==> config.mk <==
export PLATFORM = sky130hd
export DESIGN_NAME = rvfi_trace_monitor
export DESIGN_NICKNAME = d
export VERILOG_FILES = /design/src/rvfi_trace_pkg.sv /design/src/trace_check_pkg.sv /design/src/trace_pipe_reg.sv /design/src/trace_mode_tracker.sv /design/src/trace_cause_checker.sv /design/src/trace_violation_counter.sv /design/src/rvfi_trace_monitor.sv
export SDC_FILE = /design/constraint.sdc
export NUM_CORES = 1
export LEC_CHECK = 0
export ABC_AREA = 1
export ABC_CLOCK_PERIOD_IN_PS = 4900
export BUFFER_PORTS_ARGS = -buffer_cell sky130_fd_sc_hd__buf_2
export CAP_MARGIN = 20
export CELL_PAD_IN_SITES_DETAIL_PLACEMENT = 0
export CELL_PAD_IN_SITES_GLOBAL_PLACEMENT = 1
export CORE_ASPECT_RATIO = 1.1
export CORE_MARGIN = 2
export CORE_UTILIZATION = 39
export CTS_CLUSTER_SIZE = 14
export DETAILED_ROUTE_END_ITERATION = 12
export PLACE_DENSITY_LB_ADDON = 0.1
export RECOVER_POWER = 50
export REMOVE_ABC_BUFFERS = 1
export SLEW_MARGIN = 20
export SYNTH_ARGS = -nofsm -noshare
export SYNTH_HDL_FRONTEND = slang
export SYNTH_SLANG_ARGS = --single-unit
==> constraint.sdc <==
create_clock -name clk_i -period 4.9 [get_ports clk_i]
set_input_delay 0.49 -clock clk_i [delete_from_list [all_inputs] [get_ports clk_i]]
set_output_delay 0.49 -clock clk_i [all_outputs]
set_load 0.05 [all_outputs]
==> src/rvfi_trace_pkg.sv <==
// Retirement trace types: trap, interrupt, retired record, annotated record and cause constants

package rvfi_trace_pkg;

  // Field widths of the retirement trace
  localparam int unsigned EXC_CAUSE_W  = 6;
  localparam int unsigned DBG_CAUSE_W  = 3;
  localparam int unsigned INTR_CAUSE_W = 11;

  // Position of the cause field inside dcsr
  localparam int unsigned DCSR_CAUSE_LSB = 6;

  // NMI causes, legal for both interrupt controllers
  localparam logic [INTR_CAUSE_W-1:0] NMI_CAUSE_LO = 11'd1024;
  localparam logic [INTR_CAUSE_W-1:0] NMI_CAUSE_HI = 11'd1027;

  // Trap information of one retired instruction
  typedef struct packed {
    logic                   exception;
    logic [EXC_CAUSE_W-1:0] exception_cause;
    logic                   debug;
    logic [DBG_CAUSE_W-1:0] debug_cause;
  } trap_t;

  // Interrupt taken before this instruction
  typedef struct packed {
    logic                    interrupt;
    logic [INTR_CAUSE_W-1:0] cause;
  } intr_t;

  // One retired instruction, RVFI style
  typedef struct packed {
    logic [4:0]             rs1_addr;
    logic [4:0]             rs2_addr;
    logic [31:0]            rs1_rdata;
    logic [31:0]            rs2_rdata;
    logic [DBG_CAUSE_W-1:0] dbg;
    logic [31:0]            dcsr_rdata;
    trap_t                  trap;
    intr_t                  intr;
    logic [31:0]            mcause_wdata;
    logic [31:0]            mcause_wmask;
    logic                   dbg_mode;
  } retire_t;

  // Record plus the history that the checks need
  typedef struct packed {
    retire_t rec;
    // Debug mode of the previous accepted record
    logic    was_dbg_mode;
    // First record accepted after reset
    logic    first_retire;
  } annot_t;

endpackage

==> src/trace_check_pkg.sv <==
// Checker result types: violation mask, report record and failure count width

package trace_check_pkg;

  // Width of the saturating failure count
  localparam int unsigned CNT_W = 16;

  // One flag per rule, set when the rule is broken
  typedef struct packed {
    // rs1 read data nonzero on the first retirement
    logic rs1_reset;
    // rs2 read data nonzero on the first retirement
    logic rs2_reset;
    // Debug entry cause differs from dcsr.cause
    logic dbg_cause;
    // Exception cause differs from masked mcause
    logic exc_mismatch;
    // Interrupt cause outside the legal set
    logic intr_illegal;
    logic exc_no_cause;
    logic dbg_no_cause;
  } violation_t;

  // Report sent out for every record
  typedef struct packed {
    violation_t       viol;
    logic             any_fail;
    // Failing records so far, including this one
    logic [CNT_W-1:0] fail_count;
  } report_t;

endpackage

==> src/trace_pipe_reg.sv <==
// One-entry valid/ready pipeline register with a type parameter for the payload

`timescale 1ns/100ps
`default_nettype none

module trace_pipe_reg #(
  parameter type T = logic
) (
  input  logic clk_i,
  input  logic rst_ni,

  input  logic in_valid,
  input  T     in_data,
  output logic in_ready,

  output logic out_valid,
  output T     out_data,
  input  logic out_ready
);

  logic full_q;
  T     data_q;
  logic in_xfer;
  logic out_xfer;

  // Accept when empty or when the held entry leaves this cycle
  assign in_ready = !full_q || out_ready;
  assign in_xfer  = in_valid && in_ready;
  assign out_xfer = full_q && out_ready;

  always_ff @(posedge clk_i or negedge rst_ni) begin
    if (!rst_ni) begin
      full_q <= 1'b0;
    end else if (in_xfer) begin
      full_q <= 1'b1;
    end else if (out_xfer) begin
      full_q <= 1'b0;
    end
  end

  // Payload only
  always_ff @(posedge clk_i) begin
    if (in_xfer) begin
      data_q <= in_data;
    end
  end

  assign out_valid = full_q;
  assign out_data  = data_q;

endmodule

`default_nettype wire

==> src/trace_mode_tracker.sv <==
// Stage 1 of the trace checker: previous debug mode and first-after-reset annotation

`timescale 1ns/100ps
`default_nettype none

module trace_mode_tracker (
  input  logic                  clk_i,
  input  logic                  rst_ni,

  input  logic                  in_valid,
  input  rvfi_trace_pkg::retire_t in_rec,
  output logic                  in_ready,

  output logic                  out_valid,
  output rvfi_trace_pkg::annot_t  out_annot,
  input  logic                  out_ready
);

  logic                   was_dbg_mode_q;
  logic                   first_retire_q;
  logic                   in_xfer;
  rvfi_trace_pkg::annot_t annot_d;

  assign in_xfer = in_valid && in_ready;

  // History moves on when a record enters, not when it leaves
  always_ff @(posedge clk_i or negedge rst_ni) begin
    if (!rst_ni) begin
      was_dbg_mode_q <= 1'b0;
      first_retire_q <= 1'b1;
    end else if (in_xfer) begin
      was_dbg_mode_q <= in_rec.dbg_mode;
      first_retire_q <= 1'b0;
    end
  end

  always_comb begin
    annot_d              = '0;
    annot_d.rec          = in_rec;
    annot_d.was_dbg_mode = was_dbg_mode_q;
    annot_d.first_retire = first_retire_q;
  end

  trace_pipe_reg #(
    .T (rvfi_trace_pkg::annot_t)
  ) u_pipe_reg (
    .clk_i     (clk_i),
    .rst_ni    (rst_ni),
    .in_valid  (in_valid),
    .in_data   (annot_d),
    .in_ready  (in_ready),
    .out_valid (out_valid),
    .out_data  (out_annot),
    .out_ready (out_ready)
  );

endmodule

`default_nettype wire

==> src/trace_cause_checker.sv <==
// Stage 2 of the trace checker: reset value, cause and legality rules into a violation mask

`timescale 1ns/100ps
`default_nettype none

module trace_cause_checker #(
  parameter logic CLIC          = 1'b0,
  parameter int   CLIC_ID_WIDTH = 5
) (
  input  logic                        clk_i,
  input  logic                        rst_ni,

  input  logic                        in_valid,
  input  rvfi_trace_pkg::annot_t      in_annot,
  output logic                        in_ready,

  output logic                        out_valid,
  output trace_check_pkg::violation_t out_viol,
  input  logic                        out_ready
);

  rvfi_trace_pkg::retire_t rec;

  logic [rvfi_trace_pkg::DBG_CAUSE_W-1:0]  dcsr_cause;
  logic [rvfi_trace_pkg::INTR_CAUSE_W-1:0] mcause_exccode;
  logic [rvfi_trace_pkg::INTR_CAUSE_W-1:0] exc_cause_ext;
  logic                                    nmi_cause;
  logic                                    cause_legal;
  trace_check_pkg::violation_t             viol_d;

  assign rec = in_annot.rec;

  assign dcsr_cause =
    rec.dcsr_rdata[rvfi_trace_pkg::DCSR_CAUSE_LSB +: rvfi_trace_pkg::DBG_CAUSE_W];

  // Exception code part of the mcause write
  assign mcause_exccode =
    rec.mcause_wdata[rvfi_trace_pkg::INTR_CAUSE_W-1:0] &
    rec.mcause_wmask[rvfi_trace_pkg::INTR_CAUSE_W-1:0];

  assign exc_cause_ext = {
    {(rvfi_trace_pkg::INTR_CAUSE_W - rvfi_trace_pkg::EXC_CAUSE_W){1'b0}},
    rec.trap.exception_cause
  };

  assign nmi_cause = (rec.intr.cause >= rvfi_trace_pkg::NMI_CAUSE_LO) &&
                     (rec.intr.cause <= rvfi_trace_pkg::NMI_CAUSE_HI);

  // Legal interrupt causes depend on the controller
  if (CLIC) begin : gen_legal_clic
    localparam logic [31:0] MAX_CLIC_ID = 32'(2**CLIC_ID_WIDTH - 1);

    assign cause_legal = ({21'd0, rec.intr.cause} <= MAX_CLIC_ID) || nmi_cause;
  end else begin : gen_legal_basic
    assign cause_legal = (rec.intr.cause inside {11'd3, 11'd7, 11'd11, [11'd16:11'd31]}) ||
                         nmi_cause;
  end

  always_comb begin
    viol_d = '0;

    // Register file reads right after reset must see zero
    viol_d.rs1_reset = in_annot.first_retire && (rec.rs1_addr != 5'd0) &&
                       (rec.rs1_rdata != 32'd0);
    viol_d.rs2_reset = in_annot.first_retire && (rec.rs2_addr != 5'd0) &&
                       (rec.rs2_rdata != 32'd0);

    // Entry into debug mode from outside
    viol_d.dbg_cause = (rec.dbg != '0) && !in_annot.was_dbg_mode &&
                       (rec.dbg != dcsr_cause);

    // mcause is not written for exceptions taken in debug mode
    viol_d.exc_mismatch = rec.trap.exception && !rec.dbg_mode &&
                          (exc_cause_ext != mcause_exccode);

    viol_d.intr_illegal = rec.intr.interrupt && !cause_legal;

    viol_d.exc_no_cause = rec.trap.exception && (rec.trap.exception_cause == '0);
    viol_d.dbg_no_cause = rec.trap.debug && (rec.trap.debug_cause == '0);
  end

  trace_pipe_reg #(
    .T (trace_check_pkg::violation_t)
  ) u_pipe_reg (
    .clk_i     (clk_i),
    .rst_ni    (rst_ni),
    .in_valid  (in_valid),
    .in_data   (viol_d),
    .in_ready  (in_ready),
    .out_valid (out_valid),
    .out_data  (out_viol),
    .out_ready (out_ready)
  );

endmodule

`default_nettype wire

==> src/trace_violation_counter.sv <==
// Stage 3 of the trace checker: saturating failure count and report assembly

`timescale 1ns/100ps
`default_nettype none

module trace_violation_counter (
  input  logic                        clk_i,
  input  logic                        rst_ni,

  input  logic                        in_valid,
  input  trace_check_pkg::violation_t in_viol,
  output logic                        in_ready,

  output logic                        out_valid,
  output trace_check_pkg::report_t    out_report,
  input  logic                        out_ready
);

  logic [trace_check_pkg::CNT_W-1:0] count_q;
  logic [trace_check_pkg::CNT_W-1:0] count_d;
  logic                              any_fail;
  logic                              in_xfer;
  trace_check_pkg::report_t          report_d;

  assign in_xfer  = in_valid && in_ready;
  assign any_fail = |in_viol;

  // Sticks at the top value
  assign count_d = (any_fail && (count_q != '1)) ? count_q + 1'b1 : count_q;

  always_ff @(posedge clk_i or negedge rst_ni) begin
    if (!rst_ni) begin
      count_q <= '0;
    end else if (in_xfer) begin
      count_q <= count_d;
    end
  end

  // Report holds the count including this record
  always_comb begin
    report_d            = '0;
    report_d.viol       = in_viol;
    report_d.any_fail   = any_fail;
    report_d.fail_count = count_d;
  end

  trace_pipe_reg #(
    .T (trace_check_pkg::report_t)
  ) u_pipe_reg (
    .clk_i     (clk_i),
    .rst_ni    (rst_ni),
    .in_valid  (in_valid),
    .in_data   (report_d),
    .in_ready  (in_ready),
    .out_valid (out_valid),
    .out_data  (out_report),
    .out_ready (out_ready)
  );

endmodule

`default_nettype wire

==> src/rvfi_trace_monitor.sv <==
// Top level of the retirement trace checker: mode tracker, cause checker and counter in a chain

`timescale 1ns/100ps
`default_nettype none

module rvfi_trace_monitor #(
  parameter logic CLIC          = 1'b0,
  parameter int   CLIC_ID_WIDTH = 5
) (
  input  logic                     clk_i,
  input  logic                     rst_ni,

  input  logic                     in_valid,
  input  rvfi_trace_pkg::retire_t  in_rec,
  output logic                     in_ready,

  output logic                     out_valid,
  output trace_check_pkg::report_t out_report,
  input  logic                     out_ready
);

  // Stage 1 to stage 2
  logic                        s1_valid;
  logic                        s1_ready;
  rvfi_trace_pkg::annot_t      s1_annot;

  // Stage 2 to stage 3
  logic                        s2_valid;
  logic                        s2_ready;
  trace_check_pkg::violation_t s2_viol;

  trace_mode_tracker u_mode_tracker (
    .clk_i     (clk_i),
    .rst_ni    (rst_ni),
    .in_valid  (in_valid),
    .in_rec    (in_rec),
    .in_ready  (in_ready),
    .out_valid (s1_valid),
    .out_annot (s1_annot),
    .out_ready (s1_ready)
  );

  trace_cause_checker #(
    .CLIC          (CLIC),
    .CLIC_ID_WIDTH (CLIC_ID_WIDTH)
  ) u_cause_checker (
    .clk_i     (clk_i),
    .rst_ni    (rst_ni),
    .in_valid  (s1_valid),
    .in_annot  (s1_annot),
    .in_ready  (s1_ready),
    .out_valid (s2_valid),
    .out_viol  (s2_viol),
    .out_ready (s2_ready)
  );

  trace_violation_counter u_violation_counter (
    .clk_i      (clk_i),
    .rst_ni     (rst_ni),
    .in_valid   (s2_valid),
    .in_viol    (s2_viol),
    .in_ready   (s2_ready),
    .out_valid  (out_valid),
    .out_report (out_report),
    .out_ready  (out_ready)
  );

endmodule

`default_nettype wire

### Word-level counts from Yosys, hierarchy flattened

Cells that the tools add are included.

* bits in registers: 186
* output and inout bits: 26
* word-level logic and storage cells: 98

* add/subtract/negate cells: 1
* magnitude comparators: 4
* equal/unequal tests: 6
* mux-type cells: 7
* bitwise operators: 1
* reduce and logical (&&, ||, !) cells: 40

Operator list (number)
* 32-bit nonzero test: 2
* 1-bit logical AND: 18
* 16-bit by 1-bit adder with 16-bit output (second input constant): 1
* 16-bit two-way mux: 1
* 16-bit inequality test (second input constant): 1
* 11-bit AND: 1
* 11-bit by 2-bit == test with 1-bit output (second input constant): 1
* 11-bit by 3-bit == test with 1-bit output (second input constant): 1
* 11-bit by 4-bit == test with 1-bit output (second input constant): 1
* 11-bit greater-or-equal comparator (second input constant): 1
* 11-bit by 5-bit greater-or-equal comparator with 1-bit output (second input constant): 1
* 11-bit less-or-equal comparator (second input constant): 1
* 11-bit by 5-bit less-or-equal comparator with 1-bit output (second input constant): 1
* 6-bit by 11-bit inequality test with 1-bit output: 1
* 5-bit nonzero test: 2
* 7-bit OR reduction: 1
* 1-bit logical NOT: 6
* 6-bit logical NOT: 1
* 1-bit two-way mux: 6
* 2-bit nonzero test: 3
* 1-bit logical OR: 4
* 4-bit nonzero test: 1
* 3-bit logical NOT: 1
* 3-bit inequality test: 1
* 3-bit nonzero test: 1

### Longest topological paths before layout

Gate-level depths: netlist (run 1).

* word-level depth: 6
* mapped depth: 11
* gate-level depth less buffers: 10

### By module

Synthesis (run 1) repeated with hierarchy kept, for this count alone.

* cell total of the unflattened synthesis: 609
* area, all modules: 9043.7 um^2

Modules (own cells, without submodules)
* trace_pipe_reg at u_mode_tracker.u_pipe_reg: instances 1, cells each 205, area an instance 6020.8 um^2, seq. area each 6000.8 um^2
* trace_violation_counter: instances 1, cells each 212, area an instance 1335.0 um^2, seq. area each 400.4 um^2
* trace_pipe_reg at u_violation_counter.u_pipe_reg: instances 1, cells each 30, area an instance 765.7 um^2, seq. area each 745.7 um^2
* trace_cause_checker: instances 1, cells each 142, area an instance 593.1 um^2, seq. area each 0.0 um^2
* trace_pipe_reg at u_cause_checker.u_pipe_reg: instances 1, cells each 13, area an instance 255.2 um^2, seq. area each 235.2 um^2
* trace_mode_tracker: instances 1, cells each 7, area an instance 73.8 um^2, seq. area each 51.3 um^2

### Worst setup path after synthesis (run 1)

Ideal clock, no wire load.

* path kind: register -> register
* from: register u_violation_counter.u_pipe_reg.full_q, in the netlist u_violation_counter.u_pipe_reg.out_valid
* to: register u_mode_tracker.u_pipe_reg.data_q, in the netlist u_mode_tracker.u_pipe_reg.out_data[0] (enable)
* arrival time: 4.038 ns
* data required time: 4.418 ns
* path slack: 0.381 ns
* stages on the path, launching flop included: 6
* clock period less this slack: 4.519 ns
* path through: dfrtp_1 > nand2_1 > nand2_1 > nand3_1 > nand2_1 > inv_1

* word-level cells in the longest chain between the ends: 5

Ends and longest elaborated chain
* from (decl): line trace_pipe_reg.sv:21 `logic full_q;`
* from (signal assigned): line trace_pipe_reg.sv:33 `full_q <= 1'b0;`
* from (signal assigned): line trace_pipe_reg.sv:35 `full_q <= 1'b1;`
* from (signal assigned): line trace_pipe_reg.sv:37 `full_q <= 1'b0;`
* 1-bit logical NOT: line trace_pipe_reg.sv:27 `assign in_ready = !full_q || out_ready;`
* 1-bit logical OR (3 in series): line trace_pipe_reg.sv:27
* named net in_ready: line rvfi_trace_monitor.sv:15 `output logic in_ready,`
* 1-bit logical AND
* named net u_mode_tracker.in_xfer: line trace_mode_tracker.sv:21 `logic in_xfer;`
* to (signal assigned): line trace_pipe_reg.sv:44 `data_q <= in_data;`
* to (decl): line trace_pipe_reg.sv:22 `T data_q;`

The timed path passes the listed nets, and every way through them passes these cells.
A chain may end at the register's enable or synchronous reset.

### Final worst setup path (run 1)

* from: register u_violation_counter.u_pipe_reg.full_q, in the netlist u_violation_counter.u_pipe_reg.out_valid
* to: output in_ready

* word-level cells in the longest chain between the ends: 4

Ends and longest elaborated chain (line)
* 1-bit logical NOT: trace_pipe_reg.sv:27
* 1-bit logical OR (3 in series): trace_pipe_reg.sv:27
* to (decl): rvfi_trace_monitor.sv:15

No other way between the ends.

==> results of run 1 <==
-- flip-flops by register name, summed over array words and instances (netlist names) --
register,flops
u_mode_tracker.u_pipe_reg.out_data,128
u_violation_counter.u_pipe_reg.out_data,24
u_violation_counter.count_q,16
u_cause_checker.u_pipe_reg.out_data,7
u_cause_checker.u_pipe_reg.out_valid,1
u_mode_tracker.first_retire_q,1
u_mode_tracker.u_pipe_reg.out_valid,1
u_mode_tracker.was_dbg_mode_q,1
u_violation_counter.u_pipe_reg.out_valid,1
-- final timing paths --
path / endpoint / cells past startpoint / slack, ns
setup / recovery: in_ready / 4 / 2.38
hold / removal: u_mode_tracker.u_pipe_reg.out_data[172] / 1 / 0.24
setup reg to reg: u_mode_tracker.u_pipe_reg.out_data[144] / 6 / 2.43
hold reg to reg: u_mode_tracker.first_retire_q / 2 / 0.44
max in group asynchronous: u_violation_counter.count_q[6] / 1 / 3.77
min in group asynchronous: u_violation_counter.count_q[2] / 1 / 0.35
-- metrics by stage --
stage,power (uW),worst slack (ns),instance area [um^2]
global placement,3140,2.25,7690
global route,4710,2.15,8260
finish,4490,2.38,8260
detailed placement,3160,2.19,7690
CTS,4560,2.30,8290
floorplan,2890,0.218,6620
-- layout by cell type (no fill, tap or decap), types with 3 or more instances in the layout --
cell	n
edfxtp_1	159
nand2_1	148
buf_2	134
nor2_1	31
clkbuf_1	27
dfrtp_1	20
inv_1	19
nor4_1	18
clkbuf_16	17
nand3_1	14
xnor2_1	7
nand4_1	6
nor3_1	5
nand2_2	5
bufinv_16	4
o21ai_2	3
a21oi_1	3
xor2_1	3
-- metal layers --
layer / track usage, % / share of wire (%) / up-vias
met2: 24.7 / 51 / 110
li1: - / - / 2007
met4: 6.18 / 1.6 / 0
met5: 0 / 0 / -
met3: 5.92 / 8.0 / 12
met1: 15.8 / 39 / 1844
-- cell usage after synthesis --
cell type | n | area share [%]
edfxtp_1 | 159 | 72
nand2_1 | 148 | 8.3
nor2_1 | 31 | 1.7
dfrtp_1 | 20 | 7.5
inv_1 | 20 | 1.1
nor4_1 | 18 | 1.7
nand3_1 | 14 | 1.1
xnor2_1 | 7 | 0.92
nand4_1 | 6 | 0.56
nand2_2 | 5 | 0.47
nor3_1 | 5 | 0.38
a21oi_1 | 3 | 0.22
buf_6 | 3 | 0.51
o21ai_2 | 3 | 0.39
xor2_1 | 3 | 0.39
nor3b_1 | 2 | 0.22
o21a_1 | 2 | 0.22
o21ai_0 | 2 | 0.15
o22ai_1 | 2 | 0.19
o31ai_1 | 2 | 0.22
or2_2 | 2 | 0.19
a211oi_1 | 1 | 0.11
a21o_1 | 1 | 0.11
and2_1 | 1 | 0.094
buf_2 | 1 | 0.075
buf_4 | 1 | 0.11
clkbuf_1 | 1 | 0.056
clkinv_1 | 1 | 0.056
dfstp_2 | 1 | 0.39
ha_1 | 1 | 0.19
inv_2 | 1 | 0.056
nand3b_1 | 1 | 0.11
nor2_2 | 1 | 0.094
o2111ai_1 | 1 | 0.13
o211ai_1 | 1 | 0.11
o21ai_4 | 1 | 0.24
-- worst register-to-register path: cells and delay by family, from the launching register on --
kind / cells / cell delay, ns
simple gates: 4 / 1.03
buf+inv: 2 / 0.57
flops: 1 / 0.42
-- power groups by stage --
stage               combinational [uW]  clock, uW  sequential [uW]
detailed placement                 887          0             2280
CTS                                890       1430             2250
finish                             856       1380             2240
global placement                   877          0             2260
global route                       939       1490             2280
floorplan                          334          0             2560
-- layout make-up --
cell class | count | area (um^2)
clock buffer | 23 | 448
clock inverter | 9 | 154
fill | 1543 | 8630
inverter | 22 | 85.1
multi-input combinational | 264 | 1240
sequential | 180 | 5300
tap | 208 | 260
timing repair buffer | 157 | 777
-- cells by family (layout without fill, tap and decap cells) --
group	Yosys count	in the layout	synth area share [%]
flip-flops	180	180	79.5
buffers and inverters	28	211	1.99
AND/OR/NAND/NOR	234	234	14.9
AO/OA/AOI/OAI	19	19	2.12
adder cells (fa/ha/maj)	1	1	0.188
XOR/XNOR	10	10	1.31
==> metrics.md, run 1 <==
| Metric | Value |
|---|---|
| Row cnt | `50` |
| Setup Fix Bufs, Post-CTS | `0` |
| RSZ-0062 raised after global routing | `no` |
| Critical path class | `reg2out` |
| CP required | `4.41 ns` |
| RR Startpoint | `u_violation_counter.u_pipe_reg.out_valid` |
| LEAKAGE | `0.00321 uW` |
| Worst setup SP type | `register` |
| Clock share of power | `between 30 and 40%` |
| Clock transition at the registers of the reported paths | `around 0.07 ns` |
| Crit path cell chain | `nand2_1 -> nand2_1 -> nand3_1 -> buf_2` |
| Port bufs | `155` |
| Worst-Skew Late Latency | `around 0.42 ns` |
| Cell mode on critical path | `nand2_1` |
| # DRC | `0` |
| Antenna viol nets, final | `0` |
| Slew @ Worst Pin | `roughly 1.3 ns` |
| Largest net degree at the start of global routing | `approximately 130` |
| Die footprint | `18200 um^2` |
| PD cells | `543 nW/um^2` |
| Critical Path AT | `2.03 ns` |
| Cell area after synthesis | `around 6700 um^2` |
| Crit path max fanout | `19` |
| Netlist cell types | `36` |
| Post-DP HPWL | `8.62 mm` |
| WHS | `roughly 0.24 ns` |
| Die height | `141 um` |
| Die X | `129 um` |
| Worst Hold Class | `in2reg` |
| Fin nets | `844` |
| Yosys warns | `0` |
| Total CTS buffers | `17` |
| Worst slew margin | `between 10% and 20%` |
| Top delay family on crit path | `simple AND/OR/NAND/NOR gates` |
| Final Util | `about half` |
| Critical path buffers and inverters | `1` |
| Clock skew | `0.0130 ns` |
| Starting DRT DRC Count | `between 200 and 250` |
| Sequential fraction of the synthesis area | `79.5%` |
| Starting Density | `39.5%` |
| Placed insts | `approximately 830` |
| Setup TNS | `0 ns` |
| Total number of vias | `3973` |
| CTS Sinks | `180` |
| Layout cells sized above 1 | `27.0%` |
| CTS max path bufs | `2` |
| GR Util All Layers | `14.4%` |
| Pins Over Slew Limit | `0` |
| Net Sw Frac | `29.8%` |
| RePlAce Congestion | `0.752` |
| IO Pins | `227` |
| Cts repair resizes | `0` |
| Sequential power share | `between 50% and 60%` |
| P_int | `3150 uW` |
| Psw | `1330 uW` |
| HP Start | `in_rec[170]` |
| Status | `completed` |
| Yosys reg bits | `180` |
| DR WL/cell | `14.3 um` |
| Max VDD drop | `about 0.26 mV` |
| Final non-filler cell total | `between 800 and 900` |
| 1st-pass router iterations | `5` |
| H-tree levels | `4` |
| CTS root buffer | `clkbuf_16` |
| Maxcap violations | `0` |
| CTS tree | `yes` |
| First-pass GRT wire length | `19.6 mm` |
| Critical Path Start | `u_violation_counter.u_pipe_reg.out_valid` |
| Slowest-stage cell, CP | `nand2_1` |
| CP peak stage delay | `0.54 ns` |
| Final-report setup violation count | `0` |
| Post-synthesis cell count | `~470` |
| Final Hold Fails | `0` |
| Vias in the first global route | `4058` |
| Final period util | `about half` |
| Layout area overhead | `23.9%` |
| FMAX | `0.396 GHz` |
| Ant diodes | `0` |
| Global route total overflow | `0` |
| Vias/cell | `4.60` |
| Core box area | `roughly 17000 um^2` |
| Synthesized area per cell | `14.1 um^2` |
| Cts-stage hold buffer count | `0` |
| Initial antenna violation count | `0` |
| Tmin final | `~2.5 ns` |
| Routed wire length | `12.3 mm` |
| Endpoint class of the critical path | `output port` |
| Combinational Power Share | `19.1%` |
(Power assumes the default switching activity.)
==> run 2: changes to the inputs <==
--- a/config.mk
+++ b/config.mk
@@ -5,15 +5,15 @@
 export SDC_FILE = /design/constraint.sdc
 export NUM_CORES = 1
 export LEC_CHECK = 0
-export ABC_AREA = 1
-export ABC_CLOCK_PERIOD_IN_PS = 4900
+export ABC_AREA = 0
+export ABC_CLOCK_PERIOD_IN_PS = 2400
 export BUFFER_PORTS_ARGS = -buffer_cell sky130_fd_sc_hd__buf_2
 export CAP_MARGIN = 20
 export CELL_PAD_IN_SITES_DETAIL_PLACEMENT = 0
 export CELL_PAD_IN_SITES_GLOBAL_PLACEMENT = 1
 export CORE_ASPECT_RATIO = 1.1
 export CORE_MARGIN = 2
-export CORE_UTILIZATION = 39
+export CORE_UTILIZATION = 40
 export CTS_CLUSTER_SIZE = 14
 export DETAILED_ROUTE_END_ITERATION = 12
 export PLACE_DENSITY_LB_ADDON = 0.1
==> constraint.sdc (replaced) <==
create_clock -name clk_i -period 2.4 [get_ports clk_i]
set_input_delay 0.24 -clock clk_i [delete_from_list [all_inputs] [get_ports clk_i]]
set_output_delay 0.24 -clock clk_i [all_outputs]
set_load 0.05 [all_outputs]
==> run 2 against run 1 <==
Net effect: sequential power grew 75%; total power grew 71%; design area grew 14%; worst setup slack lost 2.2 ns; area after synthesis shrank 3.7%; worst hold slack lost 0.20 ns; critical path type is now reg2reg; routed wire length grew 4.1%; cell count grew 1.6%.
==> metrics.md, run 2 <==
| Metric | Value |
|---|---|
| Post-synthesis cell count | `~350` |
| Most common cell in the netlist | `edfxtp_1` |
| Clock skew | `0.00650 ns` |
| Critical path class | `reg2reg` |
| LEAKAGE | `around 0.0037 uW` |
| Pins Over Slew Limit | `0` |
| GR Util All Layers | `15.3%` |
| Status | `completed` |
| CTS tree | `yes` |
| Yosys warns | `0` |
| FMAX | `0.443 GHz` |
| Total CTS buffers | `17` |
| CP required | `2.55 ns` |
| Worst Hold Class | `in2reg` |
| H-tree levels | `4` |
| Netlist cell types | `36` |
| Placed insts | `718` |
| Worst Slack Setup Final | `approximately 0.14 ns` |
| RePlAce Congestion | `0.751` |
| Die height | `137 um` |
| Maxcap violations | `0` |
| Routed wire length | `12.8 mm` |
| Largest net degree at the start of global routing | `between 80 and 90` |
| Yosys top cell area share | `74.3%` |
| Dominant cell type by area after synthesis | `edfxtp_1` |
| Ys async rst share | `11.7%` |
| Slowest-stage cell, CP | `or4_4` |
| First-pass GRT wire length | `19.8 mm` |
| Worst-Skew Late Latency | `0.42 ns` |
| Dpl ws | `between 0.08 and 0.09 ns` |
| HP Start | `in_valid` |
| Sequential power share | `50.9%` |
| Total number of vias | `roughly 4.0k` |
| Final non-filler cell total | `877` |
| Layout area overhead | `46.0%` |
| Starting Density | `approximately two fifths` |
| Final period util | `94.0%` |
| Cts repair resizes | `0` |
| # DRC | `0` |
| Max reg flops | `approximately 130` |
| Cell area after synthesis | `about 6400 um^2` |
| Ant diodes | `0` |
| Layout cells sized above 1 | `26.7%` |
| P_int | `5830 uW` |
| Psw | `1850 uW` |
| Final-report setup violation count | `0` |
| RSZ-0062 raised after global routing | `no` |
| 1st-pass router iterations | `4` |
| Top delay family on crit path | `simple AND/OR/NAND/NOR gates` |
| Critical Path Start | `u_violation_counter.count_q[1]` |
| Synthesized area per cell | `approximately 18 um^2` |
| Clock share of power | `35.8%` |
| Yosys reg bits | `180` |
| EDFF count, synth | `159` |
| Initial antenna violation count | `0` |
| Area contributors post-synth | `edfxtp_1 74%, dfrtp_1 7.8%, xor2_1 3.8%` |
| Starting DRT DRC Count | `186` |
| Worst slew margin | `14.7%` |
| RR Startpoint | `u_violation_counter.count_q[1]` |
| Post-DP HPWL | `8.22 mm` |
| Combinational Power Share | `about an eighth` |
| Vias in the first global route | `roughly 4.2k` |
| Fillers | `1254` |
| Critical path buffers and inverters | `1` |
| Crit path max fanout | `6` |
| Antenna viol nets, final | `0` |
| CP peak stage delay | `0.62 ns` |
| Endpoint class of the critical path | `register` |
| Die X | `125 um` |
| Top cells by count, synth | `159 x edfxtp_1, 28 x xor2_1, 23 x nor2_1` |
| Most frequent cells in the layout | `159 x edfxtp_1, 126 x dlygate4sd3_1, 122 x buf_2` |
| PD cells | `819 nW/um^2` |
| CTS Sinks | `180` |
| Top FF cell, synth | `edfxtp_1` |
| Crit path cell chain | `ha_1 -> nand4_2 -> or4_4 -> o21ai_4 -> buf_4 -> nor4_1 -> xor2_1` |
| Global route total overflow | `0` |
| CTS max path bufs | `2` |
| Row cnt | `48` |
| Final Hold Fails | `0` |
| Die footprint | `17100 um^2` |
| Critical Path AT | `2.41 ns` |
| Tmin final | `2.26 ns` |
| Slew @ Worst Pin | `1.28 ns` |
| Net Sw Frac | `24.1%` |
| Max VDD drop | `approximately 0.52 mV` |
| IO Pins | `227` |
| Worst setup SP type | `register` |
| Most common cell after layout, fill and taps aside | `edfxtp_1` |
| Port bufs | `155` |
| Vias/cell | `4.54` |
| Core box area | `~16000 um^2` |
| Clock transition at the registers of the reported paths | `approximately 0.06 ns` |
| DR WL/cell | `between 10 and 15 um` |
| CTS root buffer | `clkbuf_16` |
| Fin nets | `867` |
| Sequential fraction of the synthesis area | `between 80% and 90%` |
[run 2: kinds of logic (layout without fill, tap and decap cells)]
kind of cell / count (synthesis) / after routing / share of synthesized area (%)
adders and majority gates: 1 / 1 / 0.195
muxes: 3 / 3 / 0.526
xor gates and xnor gates: 37 / 37 / 5.04
DFF: 180 / 180 / 82.5
and+or+nand+nor: 109 / 109 / 8.86
AOI/OAI and AO/OA: 16 / 16 / 2.24
buffers and inverters: 7 / 331 / 0.643
[run 2: cell type report]
| type | instances | area [um^2] | area share, % |
|---|---|---|---|
| clock buffer | 18 | 429 | 4.58 |
| clock inverter | 13 | 158 | 1.68 |
| inverter | 5 | 21.3 | 0.227 |
| multi-input combinational | 166 | 1080 | 11.6 |
| sequential | 180 | 5300 | 56.5 |
| tap | 200 | 250 | 2.67 |
| timing repair buffer | 295 | 2140 | 22.8 |
[run 2: final timing paths]
kind                                                                to  slack, ns  depth (start not counted)
setup / recovery           u_violation_counter.u_pipe_reg.out_data[14]       0.14                          7
hold / removal                     u_mode_tracker.u_pipe_reg.out_valid       0.04                          2
hold reg to reg                  u_mode_tracker.u_pipe_reg.out_data[1]       0.45                          0
max in group asynchronous              u_violation_counter.count_q[12]       1.01                          2
min in group asynchronous               u_violation_counter.count_q[0]       0.63                          2
setup reg to reg           u_violation_counter.u_pipe_reg.out_data[14]       0.14                          7
[run 2: per-layer routing]
| metal | track usage [%] | vias up | part of all wire (%) | routed length (um) |
|---|---|---|---|---|
| met2 | 27.8 | 104 | 53 | 6850 |
| met4 | 6.11 | 0 | 1.0 | 129 |
| li1 | - | 1987 | - | - |
| met5 | 0 | - | 0 | 0 |
| met1 | 16.5 | 1883 | 40 | 5140 |
| met3 | 5.04 | 10 | 5.5 | 708 |
[run 2: power groups by stage]
stage / Clock, uW / Sequential (uW) / Combinational (uW)
floorplan: 0 / 4230 / 311
global placement: 0 / 3970 / 880
detailed placement: 0 / 3970 / 890
CTS: 2820 / 3910 / 1050
global route: 2950 / 3940 / 1110
finish: 2750 / 3910 / 1020
[run 2: timing repair]
action / in CTS / in global routing
hold buffers: 126 / 0
endpoints found under the hold margin: 145 / 0
buffers inserted: 0 / 2
setup endpoints to repair: 0 / 3
[run 2: through the flow]
stage	util [%]	hold slack, ns	instance area [um^2]	TNS (ns)	total power, uW
floorplan	-	-0.0556	6400	-255.01	4540
detailed placement	48.1	0.259	7560	0	4860
finish	59.6	0.0383	9380	0	7680
global placement	48.1	0.251	7560	0	4850
CTS	59.8	0.0160	9410	0	7780
global route	59.6	0.0269	9380	0	8000
==> run 3: changes to the inputs <==
--- a/config.mk
+++ b/config.mk
@@ -5,17 +5,16 @@
 export SDC_FILE = /design/constraint.sdc
 export NUM_CORES = 1
 export LEC_CHECK = 0
-export ABC_AREA = 0
 export ABC_CLOCK_PERIOD_IN_PS = 2400
 export BUFFER_PORTS_ARGS = -buffer_cell sky130_fd_sc_hd__buf_2
 export CAP_MARGIN = 20
 export CELL_PAD_IN_SITES_DETAIL_PLACEMENT = 0
 export CELL_PAD_IN_SITES_GLOBAL_PLACEMENT = 1
-export CORE_ASPECT_RATIO = 1.1
 export CORE_MARGIN = 2
 export CORE_UTILIZATION = 40
 export CTS_CLUSTER_SIZE = 14
 export DETAILED_ROUTE_END_ITERATION = 12
+export HOLD_SLACK_MARGIN = 0.06
 export PLACE_DENSITY_LB_ADDON = 0.1
 export RECOVER_POWER = 50
 export REMOVE_ABC_BUFFERS = 1
==> run 3 against run 2 <==
Net effect: worst hold slack better by 0.15 ns; total power is 0.91% lower; combinational power hardly changed; critical path type unchanged.
==> metrics.md, run 3 (synthesis gave the netlist of run 2 again) <==
| Metric | Value |
|---|---|
| Status | `completed` |
| Worst slew margin | `20.6%` |
| Fin nets | `around 870` |
| H-tree levels | `4` |
| Layout cells sized above 1 | `26.6%` |
| Fillers | `about 1.3k` |
| Clock skew | `between 0.006 and 0.007 ns` |
| FMAX | `0.445 GHz` |
| Port bufs | `155` |
| GR Util All Layers | `15.8%` |
| CTS tree | `yes` |
| Global route total overflow | `0` |
| Starting Density | `between 40% and 50%` |
| Final non-filler cell total | `893` |
| Final period util | `a little over nine tenths` |
| Critical Path Start | `u_violation_counter.count_q[1]` |
| Most common cell after layout, fill and taps aside | `edfxtp_1` |
| Hold EP | `u_cause_checker.u_pipe_reg.out_valid` |
| Antenna viol nets, final | `0` |
| Post-DP HPWL | `approximately 7.9 mm` |
| Max VDD drop | `0.488 mV` |
| Routed wl met3 | `768 um` |
| Vias/cell | `4.52` |
| RSZ-0062 raised after global routing | `no` |
| WHS Path Cells | `4` |
| CTS max path bufs | `2` |
| Die X | `around 130 um` |
| HP Start | `out_ready` |
| Pins Over Slew Limit | `0` |
| Most frequent cells in the layout | `159 x edfxtp_1, 128 x dlygate4sd3_1, 124 x buf_2` |
| Met2 WL post-DR | `6.69 mm` |
| Crit path max fanout | `6` |
| Reg2reg path depth | `7` |
| Slew @ Worst Pin | `1.19 ns` |
| Total number of vias | `4032` |
| Max reg flops | `128` |
| IO Pins | `227` |
| Met1 Routed Length | `5.00 mm` |
| CP required | `around 2.6 ns` |
| Maxcap violations | `0` |
| Cts repair resizes | `0` |
| RePlAce Congestion | `0.772` |
| First-pass GRT wire length | `20.3 mm` |
| CTS Sinks | `180` |
| Clock transition at the registers of the reported paths | `0.06 ns` |
| Die height | `131 um` |
| Worst Hold Class | `in2reg` |
| Total CTS buffers | `17` |
| R2R Path End | `u_violation_counter.u_pipe_reg.out_data[15]` |
| 1st-pass router iterations | `4` |
| LEAKAGE | `between 0.003 and 0.004 uW` |
| # DRC | `0` |
| Die footprint | `17100 um^2` |
| Layout area overhead | `46.1%` |
| Ant diodes | `0` |
| Largest net degree at the start of global routing | `56` |
| DR WL/cell | `14.1 um` |
| Reg-to-reg slack, setup | `0.15 ns` |
| Top Metal Used | `met4` |
| WHS | `roughly 0.19 ns` |
| CTS root buffer | `clkbuf_16` |
| RR Startpoint | `u_violation_counter.count_q[1]` |
| Critical Path AT | `2.41 ns` |
| Initial antenna violation count | `0` |
| Cts-stage hold buffer count | `128` |
| Worst-Skew Late Latency | `0.41 ns` |
| Final Hold Fails | `0` |
| Routed wire length | `12.6 mm` |
| Row cnt | `46` |
| Final-report setup violation count | `0` |
| Placed insts | `734` |
| Critical path class | `reg2reg` |
| Core box area | `15800 um^2` |
| Starting DRT DRC Count | `119` |
| Tmin final | `between 2 and 2.5 ns` |
| Vias in the first global route | `4337` |
| PD cells | `811 nW/um^2` |
| Endpoint class of the critical path | `register` |
| Total chip power | `between 7000 and 8000 uW` |
| Setup Fix Bufs, Post-CTS | `0` |
| Setup TNS | `0 ns` |
| Worst setup SP type | `register` |
[run 3: final cells by class]
| cell class | count | area, um^2 | area share [%] |
|---|---|---|---|
| inverter | 5 | 21.3 | 0.227 |
| clock inverter | 12 | 139 | 1.48 |
| sequential | 180 | 5300 | 56.5 |
| multi-input combinational | 166 | 1090 | 11.6 |
| tap | 216 | 270 | 2.88 |
| clock buffer | 19 | 433 | 4.61 |
| timing repair buffer | 295 | 2140 | 22.8 |
[run 3: power by group]
part | leakage [uW] | total [uW] | switching (uW) | internal (uW)
Clock | 0.000271 | 2690 | 1080 | 1610
Combinational | 0.00162 | 1000 | 584 | 419
Sequential | 0.00180 | 3920 | 144 | 3770
[run 3: metrics by stage]
step | setup slack, ns | util (%) | cell area, um^2
floorplan | -1.94 | - | 6400
global placement | 0.121 | 48.0 | 7570
detailed placement | 0.164 | 48.0 | 7570
CTS | 0.138 | 59.8 | 9420
global route | 0.0614 | 59.5 | 9390
finish | 0.153 | 59.5 | 9390
[run 3: worst max-delay path by stage]
stage,to,slack [ns],cells past startpoint
floorplan,u_mode_tracker.u_pipe_reg.out_data[0],-1.94,4
global placement,u_violation_counter.u_pipe_reg.out_data[14],0.12,7
detailed placement,u_violation_counter.u_pipe_reg.out_data[14],0.16,7
CTS,u_violation_counter.u_pipe_reg.out_data[15],0.14,7
global route,u_violation_counter.u_pipe_reg.out_data[15],0.06,7
finish,u_violation_counter.u_pipe_reg.out_data[15],0.15,7
[run 3: layer usage]
layer / vias to the layer above / track usage [%]
met5: - / 0
met4: 0 / 6.07
met3: 14 / 5.37
met2: 129 / 27.5
met1: 1903 / 18.0
li1: 1986 / -
[run 3: worst max-delay path, stage by stage (launching register included)]
cell,delay (ns)
dfrtp_1,0.38
ha_1,0.23
nand4_2,0.13
or4_4,0.62
o21ai_4,0.24
buf_4,0.19
nor3_1,0.06
xor2_1,0.14
